$ cat src/hdl/ctrlport_pkg.sv
package ctrlport_pkg;

  // ------------------------------------------------------------------
  // Control-port field widths
  // ------------------------------------------------------------------

  localparam int CTRLPORT_ADDR_W    = 20;
  localparam int CTRLPORT_DATA_W    = 32;
  localparam int CTRLPORT_BYTE_EN_W = CTRLPORT_DATA_W / 8;
  localparam int CTRLPORT_TIME_W    = 64;
  localparam int CTRLPORT_STS_W     = 2;

  // ------------------------------------------------------------------
  // Response status codes
  // ------------------------------------------------------------------

  // Request completed normally
  localparam logic [CTRLPORT_STS_W-1:0] STS_OKAY    = 2'd0;
  // Unmapped offset, or a write to a read-only register
  localparam logic [CTRLPORT_STS_W-1:0] STS_CMDERR  = 2'd1;
  // Timed request arrived after its execution time
  localparam logic [CTRLPORT_STS_W-1:0] STS_TSERR   = 2'd2;
  // Reserved, no slave in this subsystem returns it
  localparam logic [CTRLPORT_STS_W-1:0] STS_WARNING = 2'd3;

  // Replace only the bytes of a word whose enable bit is set
  function automatic logic [CTRLPORT_DATA_W-1:0] byte_merge(
    input logic [CTRLPORT_DATA_W-1:0]    old_word,
    input logic [CTRLPORT_DATA_W-1:0]    new_word,
    input logic [CTRLPORT_BYTE_EN_W-1:0] byte_en
  );
    logic [CTRLPORT_DATA_W-1:0] merged;
    merged = old_word;
    for (int b = 0; b < CTRLPORT_BYTE_EN_W; b++) begin
      if (byte_en[b]) begin
        merged[8*b +: 8] = new_word[8*b +: 8];
      end
    end
    return merged;
  endfunction

endpackage

$ cat src/hdl/ctrlport_decoder.sv
`timescale 1ns/1ps

module ctrlport_decoder #(
  parameter int NUM_SLAVES   = 2,
  parameter logic [ctrlport_pkg::CTRLPORT_ADDR_W-1:0] BASE_ADDR = '0,
  parameter int SLAVE_ADDR_W = 8
) (
  input  logic ctrlport_clk,
  input  logic ctrlport_rst,

  // Master side, one request stream in and one response out
  input  logic                                          s_req_wr,
  input  logic                                          s_req_rd,
  input  logic [ctrlport_pkg::CTRLPORT_ADDR_W-1:0]      s_req_addr,
  input  logic [ctrlport_pkg::CTRLPORT_DATA_W-1:0]      s_req_data,
  input  logic [ctrlport_pkg::CTRLPORT_BYTE_EN_W-1:0]   s_req_byte_en,
  input  logic                                          s_req_has_time,
  input  logic [ctrlport_pkg::CTRLPORT_TIME_W-1:0]      s_req_time,
  output logic                                          s_resp_ack,
  output logic [ctrlport_pkg::CTRLPORT_STS_W-1:0]       s_resp_status,
  output logic [ctrlport_pkg::CTRLPORT_DATA_W-1:0]      s_resp_data,

  // Slave side, every field packed with slave 0 in the lowest slice
  output logic [NUM_SLAVES-1:0]                                    m_req_wr,
  output logic [NUM_SLAVES-1:0]                                    m_req_rd,
  output logic [NUM_SLAVES*ctrlport_pkg::CTRLPORT_ADDR_W-1:0]      m_req_addr,
  output logic [NUM_SLAVES*ctrlport_pkg::CTRLPORT_DATA_W-1:0]      m_req_data,
  output logic [NUM_SLAVES*ctrlport_pkg::CTRLPORT_BYTE_EN_W-1:0]   m_req_byte_en,
  output logic [NUM_SLAVES-1:0]                                    m_req_has_time,
  output logic [NUM_SLAVES*ctrlport_pkg::CTRLPORT_TIME_W-1:0]      m_req_time,
  input  logic [NUM_SLAVES-1:0]                                    m_resp_ack,
  input  logic [NUM_SLAVES*ctrlport_pkg::CTRLPORT_STS_W-1:0]       m_resp_status,
  input  logic [NUM_SLAVES*ctrlport_pkg::CTRLPORT_DATA_W-1:0]      m_resp_data
);

  import ctrlport_pkg::*;

  // Address layout from the top: base bits, port number, slave offset
  localparam int PORT_NUM_W = $clog2(NUM_SLAVES);
  localparam int BASE_POS   = SLAVE_ADDR_W + PORT_NUM_W;
  localparam logic [CTRLPORT_ADDR_W-1:0] BASE_MASK = {CTRLPORT_ADDR_W{1'b1}} << BASE_POS;

  // ------------------------------------------------------------------
  // Request split
  // ------------------------------------------------------------------

  // The base comparison is common to all slaves
  logic                  base_hit;
  logic [NUM_SLAVES-1:0] sel;

  assign base_hit = (s_req_addr & BASE_MASK) == (BASE_ADDR & BASE_MASK);

  for (genvar i = 0; i < NUM_SLAVES; i++) begin : gen_slave
    // With a single slave there are no port bits to look at
    if (PORT_NUM_W == 0) begin : gen_one
      assign sel[i] = base_hit;
    end else begin : gen_many
      assign sel[i] = base_hit &&
                      (s_req_addr[SLAVE_ADDR_W +: PORT_NUM_W] == PORT_NUM_W'(i));
    end

    // Strobes only go to the slave whose address range was hit
    always_ff @(posedge ctrlport_clk) begin
      if (ctrlport_rst) begin
        m_req_wr[i] <= 1'b0;
        m_req_rd[i] <= 1'b0;
      end else begin
        m_req_wr[i] <= s_req_wr & sel[i];
        m_req_rd[i] <= s_req_rd & sel[i];
      end
    end

    // Payload fans out to every slave and is qualified by the strobes
    always_ff @(posedge ctrlport_clk) begin
      m_req_data[CTRLPORT_DATA_W*i +: CTRLPORT_DATA_W]          <= s_req_data;
      m_req_byte_en[CTRLPORT_BYTE_EN_W*i +: CTRLPORT_BYTE_EN_W] <= s_req_byte_en;
      m_req_has_time[i]                                         <= s_req_has_time;
      m_req_time[CTRLPORT_TIME_W*i +: CTRLPORT_TIME_W]          <= s_req_time;
      // Slaves only see their own offset, base and port bits are cleared
      m_req_addr[CTRLPORT_ADDR_W*i +: CTRLPORT_ADDR_W] <=
        {{(CTRLPORT_ADDR_W-SLAVE_ADDR_W){1'b0}}, s_req_addr[SLAVE_ADDR_W-1:0]};
    end
  end

  // ------------------------------------------------------------------
  // Response merge
  // ------------------------------------------------------------------

  logic                       merged_ack;
  logic [CTRLPORT_STS_W-1:0]  merged_status;
  logic [CTRLPORT_DATA_W-1:0] merged_data;

  // Each slave contributes only in its ack cycle, so a plain OR is enough
  always_comb begin
    merged_ack    = 1'b0;
    merged_status = '0;
    merged_data   = '0;
    for (int s = 0; s < NUM_SLAVES; s++) begin
      merged_ack    = merged_ack | m_resp_ack[s];
      merged_status = merged_status |
        (m_resp_status[CTRLPORT_STS_W*s +: CTRLPORT_STS_W] & {CTRLPORT_STS_W{m_resp_ack[s]}});
      merged_data   = merged_data |
        (m_resp_data[CTRLPORT_DATA_W*s +: CTRLPORT_DATA_W] & {CTRLPORT_DATA_W{m_resp_ack[s]}});
    end
  end

  // Registered so the master never sees a path through the slave logic
  always_ff @(posedge ctrlport_clk) begin
    if (ctrlport_rst) begin
      s_resp_ack <= 1'b0;
    end else begin
      s_resp_ack <= merged_ack;
    end
  end

  always_ff @(posedge ctrlport_clk) begin
    s_resp_status <= merged_status;
    s_resp_data   <= merged_data;
  end

endmodule

$ cat src/hdl/ctrlport_reg_bank.sv
`timescale 1ns/1ps

module ctrlport_reg_bank #(
  parameter int NUM_REGS     = 16,
  parameter int SLAVE_ADDR_W = 8
) (
  input  logic                                        ctrlport_clk,
  input  logic                                        ctrlport_rst,
  input  logic                                        req_wr,
  input  logic                                        req_rd,
  input  logic [SLAVE_ADDR_W-1:0]                     req_addr,
  input  logic [ctrlport_pkg::CTRLPORT_DATA_W-1:0]    req_data,
  input  logic [ctrlport_pkg::CTRLPORT_BYTE_EN_W-1:0] req_byte_en,
  output logic                                        resp_ack,
  output logic [ctrlport_pkg::CTRLPORT_STS_W-1:0]     resp_status,
  output logic [ctrlport_pkg::CTRLPORT_DATA_W-1:0]    resp_data
);

  import ctrlport_pkg::*;

  // Index width into the register array, at least one bit
  localparam int IDX_W = (NUM_REGS > 1) ? $clog2(NUM_REGS) : 1;

  logic [CTRLPORT_DATA_W-1:0] regs [NUM_REGS];
  logic                       in_range;
  logic [IDX_W-1:0]           idx;

  // Offsets past the last register are rejected
  assign in_range = int'(req_addr) < NUM_REGS;
  assign idx      = req_addr[IDX_W-1:0];

  // ------------------------------------------------------------------
  // Register storage
  // ------------------------------------------------------------------

  always_ff @(posedge ctrlport_clk) begin
    if (ctrlport_rst) begin
      for (int r = 0; r < NUM_REGS; r++) begin
        regs[r] <= '0;
      end
    end else if (req_wr && in_range) begin
      // Bytes without an enable keep their old value
      regs[idx] <= byte_merge(regs[idx], req_data, req_byte_en);
    end
  end

  // ------------------------------------------------------------------
  // Response, one cycle after every strobe
  // ------------------------------------------------------------------

  always_ff @(posedge ctrlport_clk) begin
    if (ctrlport_rst) begin
      resp_ack <= 1'b0;
    end else begin
      resp_ack <= req_wr | req_rd;
    end
  end

  // Status and data are only meaningful in the ack cycle
  always_ff @(posedge ctrlport_clk) begin
    if (!in_range) begin
      resp_status <= STS_CMDERR;
      resp_data   <= '0;
    end else begin
      resp_status <= STS_OKAY;
      // A write returns zero data, a read returns the stored word
      resp_data   <= req_rd ? regs[idx] : '0;
    end
  end

endmodule

$ cat src/hdl/ctrlport_reg_subsystem.sv
`timescale 1ns/1ps

module ctrlport_reg_subsystem #(
  parameter logic [ctrlport_pkg::CTRLPORT_ADDR_W-1:0] BASE_ADDR = 'h40000,
  parameter int SLAVE_ADDR_W = 8,
  parameter int NUM_REGS     = 16
) (
  input  logic                                        ctrlport_clk,
  input  logic                                        ctrlport_rst,
  input  logic                                        req_wr,
  input  logic                                        req_rd,
  input  logic [ctrlport_pkg::CTRLPORT_ADDR_W-1:0]    req_addr,
  input  logic [ctrlport_pkg::CTRLPORT_DATA_W-1:0]    req_data,
  input  logic [ctrlport_pkg::CTRLPORT_BYTE_EN_W-1:0] req_byte_en,
  input  logic                                        req_has_time,
  input  logic [ctrlport_pkg::CTRLPORT_TIME_W-1:0]    req_time,
  output logic                                        resp_ack,
  output logic [ctrlport_pkg::CTRLPORT_STS_W-1:0]     resp_status,
  output logic [ctrlport_pkg::CTRLPORT_DATA_W-1:0]    resp_data
);

  import ctrlport_pkg::*;

  // Slave 0 is the register bank, slave 1 the timed-command block
  localparam int NUM_SLAVES = 2;

  // ------------------------------------------------------------------
  // Per-slave request and response vectors
  // ------------------------------------------------------------------

  logic [NUM_SLAVES-1:0]                    slv_req_wr;
  logic [NUM_SLAVES-1:0]                    slv_req_rd;
  logic [NUM_SLAVES*CTRLPORT_ADDR_W-1:0]    slv_req_addr;
  logic [NUM_SLAVES*CTRLPORT_DATA_W-1:0]    slv_req_data;
  logic [NUM_SLAVES*CTRLPORT_BYTE_EN_W-1:0] slv_req_byte_en;
  logic [NUM_SLAVES-1:0]                    slv_req_has_time;
  logic [NUM_SLAVES*CTRLPORT_TIME_W-1:0]    slv_req_time;
  logic [NUM_SLAVES-1:0]                    slv_resp_ack;
  logic [NUM_SLAVES*CTRLPORT_STS_W-1:0]     slv_resp_status;
  logic [NUM_SLAVES*CTRLPORT_DATA_W-1:0]    slv_resp_data;

  ctrlport_decoder #(
    .NUM_SLAVES   (NUM_SLAVES),
    .BASE_ADDR    (BASE_ADDR),
    .SLAVE_ADDR_W (SLAVE_ADDR_W)
  ) u_decoder (
    .ctrlport_clk   (ctrlport_clk),
    .ctrlport_rst   (ctrlport_rst),
    .s_req_wr       (req_wr),
    .s_req_rd       (req_rd),
    .s_req_addr     (req_addr),
    .s_req_data     (req_data),
    .s_req_byte_en  (req_byte_en),
    .s_req_has_time (req_has_time),
    .s_req_time     (req_time),
    .s_resp_ack     (resp_ack),
    .s_resp_status  (resp_status),
    .s_resp_data    (resp_data),
    .m_req_wr       (slv_req_wr),
    .m_req_rd       (slv_req_rd),
    .m_req_addr     (slv_req_addr),
    .m_req_data     (slv_req_data),
    .m_req_byte_en  (slv_req_byte_en),
    .m_req_has_time (slv_req_has_time),
    .m_req_time     (slv_req_time),
    .m_resp_ack     (slv_resp_ack),
    .m_resp_status  (slv_resp_status),
    .m_resp_data    (slv_resp_data)
  );

  // The bank has no timed behaviour, so its time fields stay unconnected
  ctrlport_reg_bank #(
    .NUM_REGS     (NUM_REGS),
    .SLAVE_ADDR_W (SLAVE_ADDR_W)
  ) u_reg_bank (
    .ctrlport_clk (ctrlport_clk),
    .ctrlport_rst (ctrlport_rst),
    .req_wr       (slv_req_wr[0]),
    .req_rd       (slv_req_rd[0]),
    .req_addr     (slv_req_addr[0 +: SLAVE_ADDR_W]),
    .req_data     (slv_req_data[0 +: CTRLPORT_DATA_W]),
    .req_byte_en  (slv_req_byte_en[0 +: CTRLPORT_BYTE_EN_W]),
    .resp_ack     (slv_resp_ack[0]),
    .resp_status  (slv_resp_status[0 +: CTRLPORT_STS_W]),
    .resp_data    (slv_resp_data[0 +: CTRLPORT_DATA_W])
  );

  ctrlport_timed_cmd #(
    .SLAVE_ADDR_W (SLAVE_ADDR_W)
  ) u_timed_cmd (
    .ctrlport_clk (ctrlport_clk),
    .ctrlport_rst (ctrlport_rst),
    .req_wr       (slv_req_wr[1]),
    .req_rd       (slv_req_rd[1]),
    .req_addr     (slv_req_addr[CTRLPORT_ADDR_W +: SLAVE_ADDR_W]),
    .req_data     (slv_req_data[CTRLPORT_DATA_W +: CTRLPORT_DATA_W]),
    .req_byte_en  (slv_req_byte_en[CTRLPORT_BYTE_EN_W +: CTRLPORT_BYTE_EN_W]),
    .req_has_time (slv_req_has_time[1]),
    .req_time     (slv_req_time[CTRLPORT_TIME_W +: CTRLPORT_TIME_W]),
    .resp_ack     (slv_resp_ack[1]),
    .resp_status  (slv_resp_status[CTRLPORT_STS_W +: CTRLPORT_STS_W]),
    .resp_data    (slv_resp_data[CTRLPORT_DATA_W +: CTRLPORT_DATA_W])
  );

endmodule

$ cat src/hdl/ctrlport_timed_cmd.sv
`timescale 1ns/1ps

module ctrlport_timed_cmd #(
  parameter int SLAVE_ADDR_W = 8
) (
  input  logic                                        ctrlport_clk,
  input  logic                                        ctrlport_rst,
  input  logic                                        req_wr,
  input  logic                                        req_rd,
  input  logic [SLAVE_ADDR_W-1:0]                     req_addr,
  input  logic [ctrlport_pkg::CTRLPORT_DATA_W-1:0]    req_data,
  input  logic [ctrlport_pkg::CTRLPORT_BYTE_EN_W-1:0] req_byte_en,
  input  logic                                        req_has_time,
  input  logic [ctrlport_pkg::CTRLPORT_TIME_W-1:0]    req_time,
  output logic                                        resp_ack,
  output logic [ctrlport_pkg::CTRLPORT_STS_W-1:0]     resp_status,
  output logic [ctrlport_pkg::CTRLPORT_DATA_W-1:0]    resp_data
);

  import ctrlport_pkg::*;

  // Register map
  localparam logic [SLAVE_ADDR_W-1:0] OFS_CNT_LO = SLAVE_ADDR_W'(0);
  localparam logic [SLAVE_ADDR_W-1:0] OFS_CNT_HI = SLAVE_ADDR_W'(1);
  localparam logic [SLAVE_ADDR_W-1:0] OFS_SCHED  = SLAVE_ADDR_W'(2);
  localparam logic [SLAVE_ADDR_W-1:0] OFS_STAMP  = SLAVE_ADDR_W'(3);

  logic [CTRLPORT_TIME_W-1:0]    counter;
  logic [CTRLPORT_DATA_W-1:0]    hi_latch;
  logic [CTRLPORT_DATA_W-1:0]    sched_reg;
  logic [CTRLPORT_DATA_W-1:0]    stamp;
  logic                          pend_valid;
  logic [CTRLPORT_TIME_W-1:0]    pend_time;
  logic [CTRLPORT_DATA_W-1:0]    pend_data;
  logic [CTRLPORT_BYTE_EN_W-1:0] pend_byte_en;

  logic                       is_sched;
  logic                       fire_pend;
  logic                       sched_wr;
  logic                       pend_start;
  logic                       ack_d;
  logic [CTRLPORT_STS_W-1:0]  sts_d;
  logic [CTRLPORT_DATA_W-1:0] data_d;

  assign is_sched  = req_addr == OFS_SCHED;
  // A parked write runs in the cycle where the counter reaches its time
  assign fire_pend = pend_valid && (pend_time == counter);

  // ------------------------------------------------------------------
  // Request decode
  // ------------------------------------------------------------------

  always_comb begin
    ack_d      = 1'b0;
    sts_d      = STS_OKAY;
    data_d     = '0;
    sched_wr   = 1'b0;
    pend_start = 1'b0;
    if (fire_pend) begin
      ack_d    = 1'b1;
      sched_wr = 1'b1;
    end else if (req_rd) begin
      // Reads never wait, even when a time is attached
      ack_d = 1'b1;
      case (req_addr)
        OFS_CNT_LO: data_d = counter[CTRLPORT_DATA_W-1:0];
        OFS_CNT_HI: data_d = hi_latch;
        OFS_SCHED:  data_d = sched_reg;
        OFS_STAMP:  data_d = stamp;
        default:    sts_d  = STS_CMDERR;
      endcase
    end else if (req_wr) begin
      if (!is_sched) begin
        ack_d = 1'b1;
        sts_d = STS_CMDERR;
      end else if (!req_has_time || (req_time == counter)) begin
        // Untimed, or due right now
        ack_d    = 1'b1;
        sched_wr = 1'b1;
      end else if (req_time < counter) begin
        ack_d = 1'b1;
        sts_d = STS_TSERR;
      end else begin
        pend_start = 1'b1;
      end
    end
  end

  // ------------------------------------------------------------------
  // Counter and register state
  // ------------------------------------------------------------------

  always_ff @(posedge ctrlport_clk) begin
    if (ctrlport_rst) begin
      counter    <= '0;
      hi_latch   <= '0;
      sched_reg  <= '0;
      stamp      <= '0;
      pend_valid <= 1'b0;
      resp_ack   <= 1'b0;
    end else begin
      counter  <= counter + 1'b1;
      resp_ack <= ack_d;
      // Reading the low word freezes the high word for a coherent 64-bit read
      if (req_rd && (req_addr == OFS_CNT_LO)) begin
        hi_latch <= counter[CTRLPORT_TIME_W-1 -: CTRLPORT_DATA_W];
      end
      if (sched_wr) begin
        sched_reg <= fire_pend ? byte_merge(sched_reg, pend_data, pend_byte_en)
                               : byte_merge(sched_reg, req_data, req_byte_en);
        stamp     <= counter[CTRLPORT_DATA_W-1:0];
      end
      if (pend_start) begin
        pend_valid <= 1'b1;
      end else if (fire_pend) begin
        pend_valid <= 1'b0;
      end
    end
  end

  // Parked write payload and the response fields
  always_ff @(posedge ctrlport_clk) begin
    if (pend_start) begin
      pend_time    <= req_time;
      pend_data    <= req_data;
      pend_byte_en <= req_byte_en;
    end
    resp_status <= sts_d;
    resp_data   <= data_d;
  end

endmodule

$ cat config.mk
export PLATFORM = sky130hd
export DESIGN_NAME = ctrlport_reg_subsystem
export DESIGN_NICKNAME = d
export VERILOG_FILES = /design/src/hdl/ctrlport_pkg.sv /design/src/hdl/ctrlport_decoder.sv /design/src/hdl/ctrlport_reg_bank.sv /design/src/hdl/ctrlport_reg_subsystem.sv /design/src/hdl/ctrlport_timed_cmd.sv
export SDC_FILE = /design/constraint.sdc
export NUM_CORES = 2
export LEC_CHECK = 0
export BUFFER_PORTS_ARGS = -buffer_cell sky130_fd_sc_hd__buf_2
export CORE_ASPECT_RATIO = 1.4
export CORE_MARGIN = 2
export CORE_UTILIZATION = 56
export DETAILED_ROUTE_END_ITERATION = 7
export PLACE_DENSITY = 0.86
export SLEW_MARGIN = 20
export SYNTH_ARGS = -nofsm -noshare
export SYNTH_HDL_FRONTEND = slang
export SYNTH_SLANG_ARGS = --single-unit
$ cat constraint.sdc
create_clock -name ctrlport_clk -period 7.5 [get_ports ctrlport_clk]
set_clock_uncertainty 0.05 [all_clocks]
set_input_delay 0.375 -clock ctrlport_clk [delete_from_list [all_inputs] [get_ports ctrlport_clk]]
set_output_delay 0.375 -clock ctrlport_clk [all_outputs]
set_load 0.01 [all_outputs]
==> results.toml <==
[final_layout]
num-nets-final = 3468
final_core_util_pct = 64.92
area_growth_pct = 14.89
largest_reg_flops = 512
design_area_um2 = 46360
layout_commonest_cell = "nor2_1"
n_fill_cell = 4718
post_route_cells_drive_above_1_share_pct = 17.16
layout_common_cells = "627 x nor2_1, 612 x edfxtp_1, 374 x dfxtp_1, 160 x mux4_2, 158 x buf_2"
largest_register = "u_reg_bank.regs"

[cts]
cts_root_buffer = "clkbuf_16"
cts_tree = "done"
cts-buffers-inserted = 91
cts_resized = 0
clock_latency_ns = 0.67
htree_levels = 3
clockBufferDepth = 3
clock-sinks = 990
clk_pin_slew_ns = 0.07

[sta]
fmax_ghz = 0.2295
grt_setup_unrepaired = "false"
fin_setup_tns_ns = 0
drv_slew = 0
period_share_pct = 58.09
setup_violations = 0
finalWorstSetupSlack_ns = 3.143
worstMarginPinSlew_ns = 1.154
hold_viol_final = 0
slew_headroom_pct = 23.07
min_period_ns = 4.357

[floorplanning]
rows = 116
die-width_um = 230.9
start_util_pct = 56.51
die_h_um = 321.6
io_pins = 160
design.die.area_um2 = 74250
core_area_um2 = 71410

[synth]
synth_ff_type = "edfxtp_1"
synthCells = 3062
synth_edf_count = 612
yosysWarnings = 0
synth_area_per_cell_um2 = 13.18
synth_seq_cells = 990
yosysSeqAreaShare_pct = 64.30
synth.cell_area_um2 = 40350
async_flop_share_pct = 0
syn-num-nets = 3252
synth_cell_type_count = 55

[drt]
drc = 0
vias_per_cell = 6.523
first_pass_iters = 6
avgRoutedWirePerCell_um = 29.65
ant_nets = 0
wirelength_um = 127600
drtIter0Drc = 3955
dr_total_vias = 28060

[job]
max_cap_violations = 0

[worst_setup_path]
critPathBufInv = 2
required_ns = 7.73
crit_cells = 10
reg2reg_from = "u_timed_cmd.counter[19]"
worstSetupPathType = "flip-flop to flip-flop"
r2r_setup_slack_ns = 3.14
arrival_ns = 4.59
ff2ff_path_depth = 10
cp_cell_sequence = "inv_1 -> ha_1 -> a21oi_1 -> o21ai_0 -> a221oi_1 -> o31ai_1 -> a2111o_1 -> a211o_1 -> nor2b_4 -> buf_4"
crit_family = "compound AO/OA/AOI/OAI gates"
r2r-end = "u_timed_cmd.pend_time[18]"
cp_slowest_cell = "a221oi_1"
critPathMaxStageDelay_ns = 0.75
worstSetupStartpoint = "u_timed_cmd.counter[19]"
startpoint_type = "flip-flop"
critPathCapture = "u_timed_cmd.pend_time[18]"
crit_fanout = 57
cp-end-kind = "flip-flop"

[placement]
pre_cts_ws_ns = 3.264
place_area_um2 = 42010
place.gp.congestion = 0.9893
dp_hpwl_um = 75430
portBuffers = 159

[pwr]
ir_drop_v = 0.0001895
p_seq_share_pct = 51.9
netSwitchingFraction_pct = 22.53
p_per_area_nw_per_um2 = 248.7
switchingPower_w = 0.002598
p_int_w = 0.008932
pwr-share-clk_pct = 42.7
leakage_nw = 16.67
power_frac_comb_pct = 5.4

[hold_path]
min-delay-start = "req_addr[14]"
worstHoldPathType = "input port to flip-flop"

[grt]
grt_first_pass_wirelength_um = 184400
grt_remaining_overflow = 0
grt_pass1_vias = 28530
antenna_found_initial = 8
grt_max_degree = 116
grt_use_total_pct = 34.26

[run_status]
status = "finished, final reports clean"
## stage by stage
stage / hold slack (ns) / power, W / std cells
detailed placement: 0.3716 / 0.006623 / 4016
finish: 0.1089 / 0.01153 / 4302
global placement: 0.3698 / 0.006593 / 4014
global route: 0.1259 / 0.01176 / 4301
floorplan: 0.3527 / 0.006414 / 3062
CTS: 0.07604 / 0.01146 / 4300
## area by class of cell
class | count | area, um2 | share of cell area [%]
sequential | 990 | 25950 | 55.98
multi-input combinational | 1783 | 13330 | 28.75
clock buffer | 122 | 2623 | 5.657
timing repair buffer | 332 | 2441 | 5.265
tap | 944 | 1181 | 2.548
clock inverter | 49 | 526.8 | 1.136
inverter | 80 | 300.3 | 0.6477
antenna | 2 | 5.005 | 0.01080
## cells by family (layout without fill, tap and decap cells)
| family | after synthesis | after routing | synth area share, % |
|---|---|---|---|
| simple gates | 1055 | 1055 | 11.87 |
| fa+ha+maj | 65 | 65 | 2.016 |
| compound gates | 315 | 315 | 5.433 |
| mux | 256 | 256 | 11.31 |
| buf+inv | 289 | 583 | 3.073 |
| flops | 990 | 990 | 64.30 |
| other cells | 0 | 2 | 0 |
| xor+xnor | 92 | 92 | 1.997 |
## how the worst min path moves through the flow
stage | depth (start not counted) | slack (ns) | endpoint
after CTS | 5 | 0.08 | u_decoder.m_req_rd[0]
after global routing | 5 | 0.13 | u_decoder.m_req_rd[0]
after global placement | 1 | 0.37 | u_decoder.s_resp_data[5]
after detailed placement | 1 | 0.37 | u_decoder.s_resp_data[6]
after floorplan | 0 | 0.35 | u_decoder.m_req_addr[0]
final | 5 | 0.11 | u_decoder.m_req_rd[0]
## worst min-delay path, cell delays in order
cell and delay [ns]:
buf_2 0.08, nor4_1 0.04, and3_1 0.15, nand2_1 0.09
nor2_1 0.05
## cell usage after synthesis, types with 55 or more instances
master / count / area (um2)
nor2_1: 628 / 2357
edfxtp_1: 612 / 18380
dfxtp_1: 378 / 7567
mux4_2: 160 / 3603
clkbuf_1: 146 / 548.0
nand2_1: 111 / 416.7
a21oi_1: 98 / 490.5
mux2i_1: 96 / 960.9
xnor2_1: 90 / 788.3
inv_1: 76 / 285.3
nor2b_1: 74 / 462.9
a211oi_1: 68 / 510.5
ha_1: 65 / 813.3
a22oi_1: 64 / 480.5
nand4_1: 55 / 344.1
## power groups by stage
stage / combinational, W / clock, W / sequential (W)
CTS: 0.000593 / 0.00490 / 0.00597
global placement: 0.000517 / 0 / 0.00608
global route: 0.000646 / 0.00513 / 0.00599
detailed placement: 0.000537 / 0 / 0.00609
floorplan: 0.000377 / 0 / 0.00604
finish: 0.000621 / 0.00493 / 0.00598
## what timing repair did
action | CTS | global route
hold buffers | 113 | 0
endpoints found under the hold margin | 113 | 0
setup buffers | 0 | 0
## routing by layer
| layer | up-vias | global-route usage [%] | routed length, um |
|---|---|---|---|
| met3 | 623 | 7.312 | 13430 |
| met2 | 2350 | 57.50 | 63100 |
| met4 | 8 | 26.84 | 10990 |
| li1 | 11520 | - | - |
| met5 | - | 0 | 46 |
| met1 | 13560 | 37.89 | 40000 |
No activity file was read; power rests on OpenSTA's default activity.
